### src/include/rv_opcodes.svh
`ifndef RV_OPCODES_SVH
`define RV_OPCODES_SVH

////////////////////////////////////////////////////////////
// RV32I base opcodes, full 7 bits
////////////////////////////////////////////////////////////
`define OPC_LOAD    7'b0000011  // LB LH LW LBU LHU
`define OPC_OP_IMM  7'b0010011  // ADDI ... SRAI
`define OPC_AUIPC   7'b0010111
`define OPC_STORE   7'b0100011  // SB SH SW
`define OPC_OP      7'b0110011  // Register-register ALU ops
`define OPC_LUI     7'b0110111
`define OPC_BRANCH  7'b1100011
`define OPC_JALR    7'b1100111
`define OPC_JAL     7'b1101111

////////////////////////////////////////////////////////////
// funct3 for OP and OP-IMM
////////////////////////////////////////////////////////////
`define F3_ADD_SUB  3'b000      // funct7[5] picks SUB on OP only
`define F3_SLL      3'b001
`define F3_SLT      3'b010
`define F3_SLTU     3'b011
`define F3_XOR      3'b100
`define F3_SRL_SRA  3'b101      // funct7[5] picks SRA
`define F3_OR       3'b110
`define F3_AND      3'b111

// funct3 for BRANCH
`define F3_BEQ      3'b000
`define F3_BNE      3'b001
`define F3_BLT      3'b100
`define F3_BGE      3'b101
`define F3_BLTU     3'b110
`define F3_BGEU     3'b111

`endif

### src/rv_pkg.sv
`default_nettype none

package rv_pkg;

    `include "rv_opcodes.svh"

    ////////////////////////////////////////////////////////////
    // Widths
    ////////////////////////////////////////////////////////////
    localparam int XLEN      = 32;  // Data and instruction width
    localparam int NREGS     = 32;  // x0 .. x31
    localparam int REG_SEL_W = 5;   // log2(NREGS)

    typedef logic [XLEN-1:0]      word_t;
    typedef logic [REG_SEL_W-1:0] reg_sel_t;

    ////////////////////////////////////////////////////////////
    // ALU operation, encoded as {funct7[5], funct3}
    ////////////////////////////////////////////////////////////
    typedef enum logic [3:0] {
        ALU_ADD  = {1'b0, `F3_ADD_SUB},
        ALU_SUB  = {1'b1, `F3_ADD_SUB},
        ALU_SLL  = {1'b0, `F3_SLL},
        ALU_SLT  = {1'b0, `F3_SLT},
        ALU_SLTU = {1'b0, `F3_SLTU},
        ALU_XOR  = {1'b0, `F3_XOR},
        ALU_SRL  = {1'b0, `F3_SRL_SRA},
        ALU_SRA  = {1'b1, `F3_SRL_SRA},
        ALU_OR   = {1'b0, `F3_OR},
        ALU_AND  = {1'b0, `F3_AND}
    } alu_op_t;

    // Immediate layout selector
    typedef enum logic [2:0] {
        FMT_NOP,
        FMT_R,
        FMT_I,
        FMT_S,
        FMT_B,
        FMT_U,
        FMT_J
    } instr_fmt_t;

    // Branch condition, same as branch funct3
    typedef enum logic [2:0] {
        BR_EQ  = `F3_BEQ,
        BR_NE  = `F3_BNE,
        BR_LT  = `F3_BLT,
        BR_GE  = `F3_BGE,
        BR_LTU = `F3_BLTU,
        BR_GEU = `F3_BGEU
    } br_cond_t;

    // Decoder issue tracking
    typedef enum logic {
        DEC_IDLE,
        DEC_ISSUED      // Result pending in the ALU stage
    } dec_state_t;

endpackage

`default_nettype wire

### src/rv_alu_stage.sv
`timescale 1ns/100ps
`default_nettype none

module rv_alu_stage
    import rv_pkg::*;
(
    input  logic     clk,
    input  logic     rst_n,
    input  logic     instr_valid,

    input  word_t    rs1_data,
    input  word_t    rs2_data,
    input  word_t    immd,

    input  alu_op_t  alu_op,
    input  logic     src_immd,
    input  logic     zero_a,
    input  br_cond_t br_cond,

    input  reg_sel_t rd,
    input  logic     writes_rd,
    input  logic     mem_read,
    input  logic     mem_write,
    input  logic     branch,
    input  logic     illegal,

    output word_t    alu_result,    // Combinational, to register file
    output word_t    result,
    output logic     result_valid,
    output reg_sel_t rd_q,
    output logic     write_reg,
    output logic     mem_read_q,
    output logic     mem_write_q,
    output logic     branch_q,
    output logic     branch_taken,
    output logic     illegal_q
);

    word_t op_a;
    word_t op_b;
    logic  taken;

    assign op_a = zero_a ? '0 : rs1_data;       // LUI
    assign op_b = src_immd ? immd : rs2_data;

    ////////////////////////////////////////////////////////////
    // ALU
    ////////////////////////////////////////////////////////////
    always_comb begin
        case (alu_op)
            ALU_ADD:  alu_result = op_a + op_b;
            ALU_SUB:  alu_result = op_a - op_b;
            ALU_SLL:  alu_result = op_a << op_b[4:0];
            ALU_SLT:  alu_result = word_t'($signed(op_a) < $signed(op_b));
            ALU_SLTU: alu_result = word_t'(op_a < op_b);
            ALU_XOR:  alu_result = op_a ^ op_b;
            ALU_SRL:  alu_result = op_a >> op_b[4:0];
            ALU_SRA:  alu_result = $signed(op_a) >>> op_b[4:0];  // Sign fill
            ALU_OR:   alu_result = op_a | op_b;
            ALU_AND:  alu_result = op_a & op_b;
            default:  alu_result = '0;
        endcase
    end

    // Branch compare on the raw register values
    always_comb begin
        case (br_cond)
            BR_EQ:   taken = (rs1_data == rs2_data);
            BR_NE:   taken = (rs1_data != rs2_data);
            BR_LT:   taken = ($signed(rs1_data) < $signed(rs2_data));
            BR_GE:   taken = ($signed(rs1_data) >= $signed(rs2_data));
            BR_LTU:  taken = (rs1_data < rs2_data);
            BR_GEU:  taken = (rs1_data >= rs2_data);
            default: taken = 1'b0;      // funct3 010/011 undefined
        endcase
    end

    ////////////////////////////////////////////////////////////
    // Output register, one cycle after issue
    ////////////////////////////////////////////////////////////
    always_ff @(posedge clk or negedge rst_n) begin
        if (!rst_n) begin
            result       <= '0;
            rd_q         <= '0;
            result_valid <= 1'b0;
            write_reg    <= 1'b0;
            mem_read_q   <= 1'b0;
            mem_write_q  <= 1'b0;
            branch_q     <= 1'b0;
            branch_taken <= 1'b0;
            illegal_q    <= 1'b0;
        end else begin
            // Flags drop on idle cycles
            result_valid <= instr_valid;
            write_reg    <= instr_valid && writes_rd && (rd != '0);
            mem_read_q   <= instr_valid && mem_read;
            mem_write_q  <= instr_valid && mem_write;
            branch_q     <= instr_valid && branch;
            branch_taken <= instr_valid && branch && taken;
            illegal_q    <= instr_valid && illegal;
            if (instr_valid) begin
                result <= alu_result;   // Held while idle
                rd_q   <= rd;
            end
        end
    end

endmodule

`default_nettype wire

### src/rv_decode_ctrl.sv
`timescale 1ns/100ps
`default_nettype none

module rv_decode_ctrl
    import rv_pkg::*;
(
    input  logic       clk,
    input  logic       rst_n,
    input  word_t      instr,
    input  logic       instr_valid,

    output reg_sel_t   rs1,
    output reg_sel_t   rs2,
    output reg_sel_t   rd,
    output instr_fmt_t fmt,
    output alu_op_t    alu_op,
    output logic       src_immd,    // Operand B from immediate
    output logic       zero_a,      // Operand A forced to zero (LUI)
    output logic       reg_we,      // Register file write this edge
    output logic       writes_rd,
    output logic       mem_read,
    output logic       mem_write,
    output logic       branch,
    output logic       illegal
);

    logic [6:0] opcode;
    logic [2:0] funct3;
    logic       alt_ok;     // funct3 has a funct7[5] variant on OP

    assign opcode = instr[6:0];
    assign funct3 = instr[14:12];
    assign alt_ok = (funct3 == `F3_ADD_SUB) || (funct3 == `F3_SRL_SRA);

    ////////////////////////////////////////////////////////////
    // Opcode decode
    ////////////////////////////////////////////////////////////
    always_comb begin
        rs1       = '0;
        rs2       = '0;
        rd        = '0;
        fmt       = FMT_NOP;
        alu_op    = ALU_ADD;
        zero_a    = 1'b0;
        writes_rd = 1'b0;
        mem_read  = 1'b0;
        mem_write = 1'b0;
        branch    = 1'b0;
        illegal   = 1'b0;

        case (opcode)
            `OPC_OP: begin
                fmt       = FMT_R;
                rd        = instr[11:7];
                rs1       = instr[19:15];
                rs2       = instr[24:20];
                writes_rd = 1'b1;
                alu_op    = alu_op_t'({instr[30] && alt_ok, funct3}); // SUB/SRA only
            end
            `OPC_OP_IMM: begin
                fmt       = FMT_I;
                rd        = instr[11:7];
                rs1       = instr[19:15];
                writes_rd = 1'b1;
                // No SUBI, so instr[30] only matters for SRAI
                alu_op    = alu_op_t'({instr[30] && (funct3 == `F3_SRL_SRA), funct3});
            end
            `OPC_LOAD: begin
                fmt      = FMT_I;
                rs1      = instr[19:15];
                mem_read = 1'b1;        // Address only, nothing written back
            end
            `OPC_STORE: begin
                fmt       = FMT_S;
                rs1       = instr[19:15];
                rs2       = instr[24:20]; // Store data source
                mem_write = 1'b1;
            end
            `OPC_BRANCH: begin
                fmt    = FMT_B;
                rs1    = instr[19:15];
                rs2    = instr[24:20];
                alu_op = ALU_SUB;       // Compare done in the ALU stage
                branch = 1'b1;
            end
            `OPC_LUI: begin
                fmt       = FMT_U;
                rd        = instr[11:7];
                zero_a    = 1'b1;       // 0 + imm
                writes_rd = 1'b1;
            end
            // No PC in this slice
            `OPC_AUIPC: begin
                fmt     = FMT_U;
                illegal = 1'b1;
            end
            `OPC_JAL: begin
                fmt     = FMT_J;
                illegal = 1'b1;
            end
            `OPC_JALR: begin
                fmt     = FMT_I;
                illegal = 1'b1;
            end
            default: illegal = 1'b1;    // Unknown opcode
        endcase
    end

    // Immediate used by I, S and U formats
    assign src_immd = (fmt == FMT_I) || (fmt == FMT_S) || (fmt == FMT_U);

    // Idle cycles and x0 never write
    assign reg_we = instr_valid && writes_rd && (rd != '0);

endmodule

`default_nettype wire

### src/rv_id_ex.sv
`timescale 1ns/100ps
`default_nettype none

module rv_id_ex
    import rv_pkg::*;
(
    input  logic     clk,
    input  logic     rst_n,
    input  word_t    instr,
    input  logic     instr_valid,

    output word_t    result,
    output logic     result_valid,
    output reg_sel_t rd,
    output logic     write_reg,
    output logic     mem_read,
    output logic     mem_write,
    output logic     branch,
    output logic     branch_taken,
    output logic     illegal
);

    // Decoder outputs
    reg_sel_t   rs1;
    reg_sel_t   rs2;
    reg_sel_t   dec_rd;
    instr_fmt_t fmt;
    alu_op_t    alu_op;
    logic       src_immd;
    logic       zero_a;
    logic       reg_we;
    logic       writes_rd;
    logic       dec_mem_read;
    logic       dec_mem_write;
    logic       dec_branch;
    logic       dec_illegal;

    // Datapath
    word_t      rs1_data;
    word_t      rs2_data;
    word_t      immd;
    word_t      alu_result;     // Writeback data, same edge
    br_cond_t   br_cond;

    assign br_cond = br_cond_t'(instr[14:12]);  // Branch funct3

    ////////////////////////////////////////////////////////////
    // Instances
    ////////////////////////////////////////////////////////////
    rv_decode_ctrl i_rv_decode_ctrl (
        .clk         (clk),
        .rst_n       (rst_n),
        .instr       (instr),
        .instr_valid (instr_valid),
        .rs1         (rs1),
        .rs2         (rs2),
        .rd          (dec_rd),
        .fmt         (fmt),
        .alu_op      (alu_op),
        .src_immd    (src_immd),
        .zero_a      (zero_a),
        .reg_we      (reg_we),
        .writes_rd   (writes_rd),
        .mem_read    (dec_mem_read),
        .mem_write   (dec_mem_write),
        .branch      (dec_branch),
        .illegal     (dec_illegal)
    );

    rv_regfile i_rv_regfile (
        .clk      (clk),
        .rst_n    (rst_n),
        .rs1      (rs1),
        .rs2      (rs2),
        .rs1_data (rs1_data),
        .rs2_data (rs2_data),
        .we       (reg_we),
        .wsel     (dec_rd),
        .wdata    (alu_result)
    );

    rv_imm_gen i_rv_imm_gen (
        .instr (instr),
        .fmt   (fmt),
        .immd  (immd)
    );

    rv_alu_stage i_rv_alu_stage (
        .clk          (clk),
        .rst_n        (rst_n),
        .instr_valid  (instr_valid),
        .rs1_data     (rs1_data),
        .rs2_data     (rs2_data),
        .immd         (immd),
        .alu_op       (alu_op),
        .src_immd     (src_immd),
        .zero_a       (zero_a),
        .br_cond      (br_cond),
        .rd           (dec_rd),
        .writes_rd    (writes_rd),
        .mem_read     (dec_mem_read),
        .mem_write    (dec_mem_write),
        .branch       (dec_branch),
        .illegal      (dec_illegal),
        .alu_result   (alu_result),
        .result       (result),
        .result_valid (result_valid),
        .rd_q         (rd),
        .write_reg    (write_reg),
        .mem_read_q   (mem_read),
        .mem_write_q  (mem_write),
        .branch_q     (branch),
        .branch_taken (branch_taken),
        .illegal_q    (illegal)
    );

endmodule

`default_nettype wire

### src/rv_imm_gen.sv
`timescale 1ns/100ps
`default_nettype none

module rv_imm_gen
    import rv_pkg::*;
(
    input  word_t      instr,
    input  instr_fmt_t fmt,
    output word_t      immd
);

    logic sign;

    assign sign = instr[31];    // Immediate sign is always bit 31

    ////////////////////////////////////////////////////////////
    // Immediate assembly per format
    ////////////////////////////////////////////////////////////
    always_comb begin
        case (fmt)
            FMT_I: begin
                immd = {{20{sign}}, instr[31:20]};
            end
            FMT_S: begin
                immd = {{20{sign}}, instr[31:25], instr[11:7]};
            end
            FMT_B: begin
                // Halfword offset, bit 0 implied
                immd = {{19{sign}}, instr[31], instr[7], instr[30:25],
                        instr[11:8], 1'b0};
            end
            FMT_U: begin
                immd = {instr[31:12], 12'h000};     // Upper 20, low bits zero
            end
            FMT_J: begin
                immd = {{11{sign}}, instr[31], instr[19:12], instr[20],
                        instr[30:21], 1'b0};
            end
            default: begin
                immd = '0;      // R-type and NOP carry none
            end
        endcase
    end

endmodule

`default_nettype wire

### src/rv_regfile.sv
`timescale 1ns/100ps
`default_nettype none

module rv_regfile
    import rv_pkg::*;
(
    input  logic     clk,
    input  logic     rst_n,

    input  reg_sel_t rs1,
    input  reg_sel_t rs2,
    output word_t    rs1_data,
    output word_t    rs2_data,

    input  logic     we,
    input  reg_sel_t wsel,
    input  word_t    wdata
);

    word_t regs [NREGS];

    ////////////////////////////////////////////////////////////
    // Write port
    ////////////////////////////////////////////////////////////
    always_ff @(posedge clk or negedge rst_n) begin
        if (!rst_n) begin
            for (int i = 0; i < NREGS; i++) begin
                regs[i] <= '0;
            end
        end else if (we && (wsel != '0)) begin  // x0 stays zero
            regs[wsel] <= wdata;
        end
    end

    // Read ports
    // Combinational, so the next instruction sees this edge's write
    assign rs1_data = (rs1 == '0) ? '0 : regs[rs1];
    assign rs2_data = (rs2 == '0) ? '0 : regs[rs2];

endmodule

`default_nettype wire
### config.mk
export PLATFORM = sky130hd
export DESIGN_NAME = rv_id_ex
export DESIGN_NICKNAME = d
export VERILOG_FILES = /design/src/rv_pkg.sv /design/src/rv_alu_stage.sv /design/src/rv_decode_ctrl.sv /design/src/rv_id_ex.sv /design/src/rv_imm_gen.sv /design/src/rv_regfile.sv
export VERILOG_INCLUDE_DIRS = /design/src /design/src/include
export SDC_FILE = /design/constraint.sdc
export NUM_CORES = 2
export LEC_CHECK = 0
export ABC_AREA = 1
export BUFFER_PORTS_ARGS = -buffer_cell sky130_fd_sc_hd__buf_4
export CAP_MARGIN = 10
export CORE_ASPECT_RATIO = 1.25
export CORE_MARGIN = 1
export CORE_UTILIZATION = 40
export CTS_BUF_LIST = sky130_fd_sc_hd__clkbuf_4
export CTS_CLUSTER_DIAMETER = 80
export DETAILED_ROUTE_END_ITERATION = 8
export PLACE_DENSITY = 0.58
export SYNTH_ARGS = -nofsm -noshare
export SYNTH_HDL_FRONTEND = slang
export SYNTH_SLANG_ARGS = --single-unit
### constraint.sdc
create_clock -name clk -period 5.6 [get_ports clk]
set_input_delay 0.56 -clock clk [delete_from_list [all_inputs] [get_ports clk]]
set_output_delay 0.56 -clock clk [all_outputs]
set_load 0.02 [all_outputs]
# Word-level counts from Yosys, hierarchy flattened
# Index checks and enable logic that the tools add are counted.
dict set report totals {
  latch_bits 0
  regBits 1068
  inputBits 35
  ramBits 0
  word_cells 144
  rom_bits 0
  memories 0
}
dict set report classes {
  n_addsub 2
  reduce_logical 25
  bitwise 6
  n_mux 27
  shift 3
  n_eq_ne 30
  order_cmp 10
  div 0
  multipliers 0
}
# operator n
set ops {}
lappend ops {{bitwise mux 1024 bit} 1}
lappend ops {{binary-select mux 32 bit (select 5 bit)} 2}
lappend ops {{case mux 32 bit (10 select lines)} 1}
lappend ops {{2-to-1 mux 32 bit} 9}
lappend ops {{demux 32 bit (select 5 bit)} 1}
lappend ops {{case mux 32 bit (5 select lines)} 1}
lappend ops {{< comparator 32 bit} 4}
lappend ops {{greater-or-equal comparator 32 bit} 2}
lappend ops {{adder 32 bit} 1}
lappend ops {{AND 32 bit} 1}
lappend ops {{== test 32 bit} 1}
lappend ops {{inequality test 32 bit} 1}
lappend ops {{bitwise OR 32 bit} 1}
lappend ops {{left shift 32 x 5 -> 32 bit} 1}
lappend ops {{>> shifter 32 x 5 -> 32 bit} 1}
lappend ops {{>>> shifter 32 x 5 -> 32 bit} 1}
lappend ops {{subtractor 32 bit} 1}
lappend ops {{bitwise XOR 32 bit} 1}
lappend ops {{== test 3 bit, second input constant} 7}
lappend ops {{== test 7 x 6 -> 1 bit, second input constant} 3}
lappend ops {{== test 7 bit, second input constant} 3}
lappend ops {{greater-or-equal comparator 6 bit, second input constant} 3}
lappend ops {{inverter 5 -> 6 bit} 3}
lappend ops {{case mux 3 bit (6 select lines)} 1}
lappend ops {{other kinds (23)} 52}

# Longest topological paths before layout
dict set report depth {
  ltp_word 12
  ltp_mapped 44
  depth_no_buf 37
}

# Hierarchy
# Synthesis repeated with hierarchy kept, for this count alone.
dict set report unflattened {
  cells_unflattened 11100
  area_unflattened_um2 71479.8
}
# mod seq_area_each_um2 cells_per_inst n_inst area_each_um2
set by_module_without_submodules {}
lappend by_module_without_submodules {rv_regfile 25624.6 8327 1 57038.5}
lappend by_module_without_submodules {rv_alu_stage 1101.1 2570 1 13456.7}
lappend by_module_without_submodules {rv_imm_gen 0.0 120 1 549.3}
lappend by_module_without_submodules {rv_decode_ctrl 0.0 83 1 435.4}

# Least setup slack after synthesis
# Ideal clock, no wire load.
dict set report synth_timing {
  kind {input to register}
  from {input port instr[1]}
  to {register i_rv_regfile.regs[204] in the netlist's numbering}
  n_path_buf 8
  arrival_ps 5884
  setup_time_ps 117
  slack_ps -401
  path_stages 35
  required_time_ps 5483
  path_cell_list {nand2_1 > inv_2 > nand2_2 > nor2_2 > buf_6 > nand3_4 > buf_6 > buf_2 > clkbuf_1 > clkbuf_1 > buf_1 > nand3_1 > nand2_1 > nor2_1 > o31ai_1 > a21oi_1 > o21ai_0 > inv_1 > ha_1 > clkbuf_1 > inv_1 > a21oi_1 > a21boi_0 > nor2_1 > o21ai_0 > nand2_1 > a21oi_1 > o21ai_0 > o21ai_0 > a21oi_1 > a2111oi_0 > nand3_2 > buf_2 > nand2_1 > nand2_1}
}
dict set report synth_between {
  elab_chain_cells 12
}
# element line_no
set synth_rtl {}
lappend synth_rtl {{start: declaration} rv_id_ex.sv:9} ;# input word_t instr,
lappend synth_rtl {{== test 7 x 6 -> 1 bit (tied with other cells)} rv_decode_ctrl.sv:51} ;# case (opcode)
lappend synth_rtl {{OR reduction 5 bit (no source line) / OR reduction 3 bit (equally long branches)} n/a}
lappend synth_rtl {{2-to-1 mux 5 bit} rv_decode_ctrl.sv:51}
lappend synth_rtl {{inverter 5 -> 6 bit (on tied branches)} {rv_regfile.sv:37, rv_regfile.sv:38}}
lappend synth_rtl {{binary-select mux 32 bit (select 5 bit) (on tied branches)} {rv_regfile.sv:37, rv_regfile.sv:38}}
lappend synth_rtl {{2-to-1 mux 32 bit (on tied branches) (3 in series)} {rv_regfile.sv:37, rv_regfile.sv:38}}
lappend synth_rtl {{2-to-1 mux 32 bit (on tied branches)} {rv_alu_stage.sv:43, rv_alu_stage.sv:44}}
lappend synth_rtl {{subtractor 32 bit (tied with other cells)} rv_alu_stage.sv:52} ;# ALU_SUB: alu_result = op_a - op_b;
lappend synth_rtl {{case mux 32 bit (10 select lines)} rv_alu_stage.sv:50} ;# case (alu_op)
lappend synth_rtl {{bitwise mux 1024 bit} rv_regfile.sv:31} ;# regs[wsel] <= wdata;
lappend synth_rtl {{end signal: indexed assignment} rv_regfile.sv:31}
lappend synth_rtl {{end: declaration} rv_regfile.sv:20} ;# word_t regs [NREGS];
# Several ways; a longest one is shown, not always the timed one. The select of a mux whose other input is x is not followed.
# A chain may end at the register's enable or synchronous reset.

# Final worst setup path
dict set report layout_timing {
  from {register i_rv_regfile.regs[40] in the netlist's numbering}
  to {register i_rv_regfile.regs[847] in the netlist's numbering}
}
dict set report layout_between {
  elab_chain_cells 8
}
# element line_no
set layout_rtl {}
lappend layout_rtl {{binary-select mux 32 bit (select 5 bit) (on tied branches)} {rv_regfile.sv:37, rv_regfile.sv:38}}
lappend layout_rtl {{2-to-1 mux 32 bit (on tied branches) (3 in series)} {rv_regfile.sv:37, rv_regfile.sv:38}}
lappend layout_rtl {{2-to-1 mux 32 bit (on tied branches)} {rv_alu_stage.sv:43, rv_alu_stage.sv:44}}
lappend layout_rtl {{subtractor 32 bit (tied with other cells)} rv_alu_stage.sv:52}
lappend layout_rtl {{case mux 32 bit (10 select lines) (*)} rv_alu_stage.sv:50}
lappend layout_rtl {{bitwise mux 1024 bit (*)} rv_regfile.sv:31}
# Mark *: on every way between the ends. The rest lies on a longest branch, timed or not. The select of a mux whose other input is x is not followed.

==> results by group <==
Outcome
  – Status: complete, no violations

Floorplan
  – Die Wd: 378 µm
  – Starting Density: 40.3%
  – Rows: 172
  – DIE AREA: 179000 µm²
  – Die height: 472 µm
  – Ports: 79
  – Core area: 176000 µm²

Setup path
  – Largest stage delay on the critical path: 0.57 ns
  – CP Launch Type: flop
  – Max FO, Critical Path: 15
  – Critical Path End: i_rv_regfile.regs[847]
  – CP Launch Point: i_rv_regfile.regs[40]
  – Reg2reg start: i_rv_regfile.regs[40]
  – Kind of critical path: reg -> reg
  – CP top delay family: compound AO/OA/AOI/OAI gates
  – Slowest cell on crit path: a2111o_1
  – Worst path arrival time: 6.66 ns
  – CP Buf/Inv Count: 7
  – Endpoint class of the critical path: flop
  – Most used cell, CP: buf_4
  – Worst-case reg-to-reg path depth: 25
  – WP depth: 25
  – R2R setup slack: 0.14 ns
  – Worst endpoint required time: 6.80 ns
  – RR Endpoint: i_rv_regfile.regs[847]

Hold path
  – HP Class: in -> reg
  – Worst hold path startpoint: instr[13]

Timing
  – Worst Skew: 0.135 ns
  – Post-route clock period utilization: 97.6%
  – Final hold violations: 0
  – RSZ-0062 raised after global routing: yes
  – Worst slew pin tran: 1.19 ns
  – Final setup violation count: 0
  – Max Fclk: 0.183 GHz
  – Final Max Slew Viols: 0
  – Final hold slack: 0.113 ns
  – Post-layout min period: 5.46 ns
  – Slew headroom: 20.9%

Finish
  – Biggest register: i_rv_regfile.regs
  – Max reg flops: 1024
  – Layout cells sized above 1: 17.5%
  – Top flop regs: i_rv_regfile.regs x1024, i_rv_alu_stage.result x32, i_rv_alu_stage.rd_q x5
  – Most common cell after layout, fill and taps aside: nand2_1
  – Most frequent cells in the layout: 5139 x nand2_1, 1284 x buf_4, 1126 x nand3_1, 1068 x dfrtp_1, 535 x a21oi_1
  – Total Nets Final: 11993
  – Filler cell count: 18039
  – Post-layout util: 49.9%
  – Area Growth Syn to Fin: 23.8%

Synthesis
  – EDFF count, synth: 0
  – Netlist cell types: 69
  – Synthesized instance count: 10848
  – #FFs+latches synth: 1068
  – Syn. warnings: 0
  – Mapped Avg Cell Area: 6.53 µm²
  – Synth Net Count: 11016
  – Ys async rst share: 100%
  – Prevailing post-synth register cell: dfrtp_1
  – Post-synthesis sequential area ratio: 37.8%
  – Synthesized area: 70800 µm²

Detailed routing
  – Total Wirelength: 398000 µm
  – DRC viols: 0
  – 1st-pass router iterations: 8
  – Vias: 85176
  – WL per Instance: 27.7 µm
  – Antenna Violating Nets Remaining: 0
  – DRT iter0 DRCs: 11460
  – Vias per inst: 5.92

Pwr
  – Pwr Density: 192 nW/µm²
  – Peak supply drop: 0.000137 V
  – LEAKAGE: 45.2 nW

Job
  – Max cap viols: 0

CTS
  – H-tree levels: 5
  – Clk pin slew, worst setup/hold paths: 0.08 ns
  – Num CTS Buffers: 311
  – CTS tree: yes
  – Clk sinks: 1068
  – Root Buffer: clkbuf_4
  – Clk_lat worst skew: 1.43 ns
  – CTS Buffer Depth: 4

Global routing
  – GRT Total Usage: 43.7%
  – Grt total ovfl: 0
  – Largest net degree at the start of global routing: 143
  – First-pass GRT wire length: 567000 µm
  – Vias in the first global route: 81522
  – Initial antenna violation count: 9

Placement
  – Port bufs: 78
  – DPL Wire Length: 275000 µm
  – Placer Congestion: 1.04
==> report_power, final <==
group          switching [W]  total [W]  internal (W)  leakage, nW
Combinational        0.00108    0.00158      0.000499         28.2
Sequential        0.00000785    0.00773       0.00772         14.7
Clock                0.00370    0.00749       0.00379         2.25
==> metal layers <==
layer	track usage, %	wire length (µm)
met3	11.2	45500
met4	35.3	39000
met2	63.7	165000
met1	54.4	148000
met5	0	62
==> through the flow <==
stage	TNS [ns]	std cells	power (W)	cell area, µm²	setup slack (ns)
2_1_floorplan	0	10848	0.00846	70800	0.00405
3_3_place_gp	-921.60	13832	0.00938	83500	-1.53
3_5_place_dp	-986.25	13832	0.00938	83500	-1.59
4_1_cts	0	14376	0.0168	87400	0.0377
5_1_grt	-2.07	14387	0.0173	87600	-0.116
6_report	0	14398	0.0168	87700	0.136
==> what timing repair did <==
action                     4_1_cts  5_1_grt
pin swaps                        0        4
cloned                           0        1
gates resized for setup          2       37
buffers inserted                 0        5
hold endpoints to repair       860        0
hold buffers                    23        0
setup endpoints to repair      184      586
==> layout make-up <==
class	count	area [µm²]	share of cell area (%)
multi-input combinational	8424	38600	44.0
sequential	1068	26700	30.5
timing repair buffer	1500	13700	15.6
clock buffer	456	3420	3.90
tap	2349	2940	3.35
inverter	520	1980	2.25
clock inverter	65	307	0.350
antenna	16	40.0	0.0457
==> tightest hold or removal path: cells and delay by family <==
| kind | cells | cell delay, ns |
|---|---|---|
| buf+inv | 2 | 0.68 |
| compound gates | 2 | 0.22 |
==> cells by family (layout without fill, tap and decap cells) <==
family	after synthesis	in the layout	share of synthesized area (%)
and+or+nand+nor	6791	6791	38.9
AOI/OAI and AO/OA	1489	1489	12.5
buffers and inverters	1356	2541	8.36
DFF	1068	1068	37.8
adders and majority gates	133	133	2.37
xor gates and xnor gates	11	11	0.136
other	0	16	0
==> synthesized netlist by cell type (11+ instances only) <==
master    count  area [µm²]
ha_1        131        1640
nand3_2      14         140
inv_2        20        75.1
a21oi_1     541        2710
o221ai_1     14         123
o21ai_0     365        1830
nor3_1       74         370
a31oi_1      34         213
nand2_2      13        81.3
buf_1        68         255
nand3_1    1135        5680
buf_4        79         593
a32o_1       39         390
o22ai_1      18         113
a211oi_1     20         150
nor2_1      310        1160
o211ai_1    135        1010
buf_2       227        1140
buf_6        32         360
nand2_1    5141       19300
clkinv_1     11        41.3
clkbuf_1    427        1600
a22oi_1      22         165
o21bai_1     16         120
inv_1       488        1830
a221oi_1     82         718
o21ai_1     129         646
dfrtp_1    1068       26700
nand4_1      41         257
xor2_1       11        96.3
==> how the worst min path moves through the flow <==
stage               depth (start not counted)                          end
floorplan                                   0      i_rv_alu_stage.branch_q
CTS                                         5  i_rv_alu_stage.branch_taken
finish                                      4  i_rv_alu_stage.branch_taken
detailed placement                          0      i_rv_regfile.regs[1010]
global placement                            0      i_rv_regfile.regs[1010]
global route                                5  i_rv_alu_stage.branch_taken
(Power assumes the default switching activity.)
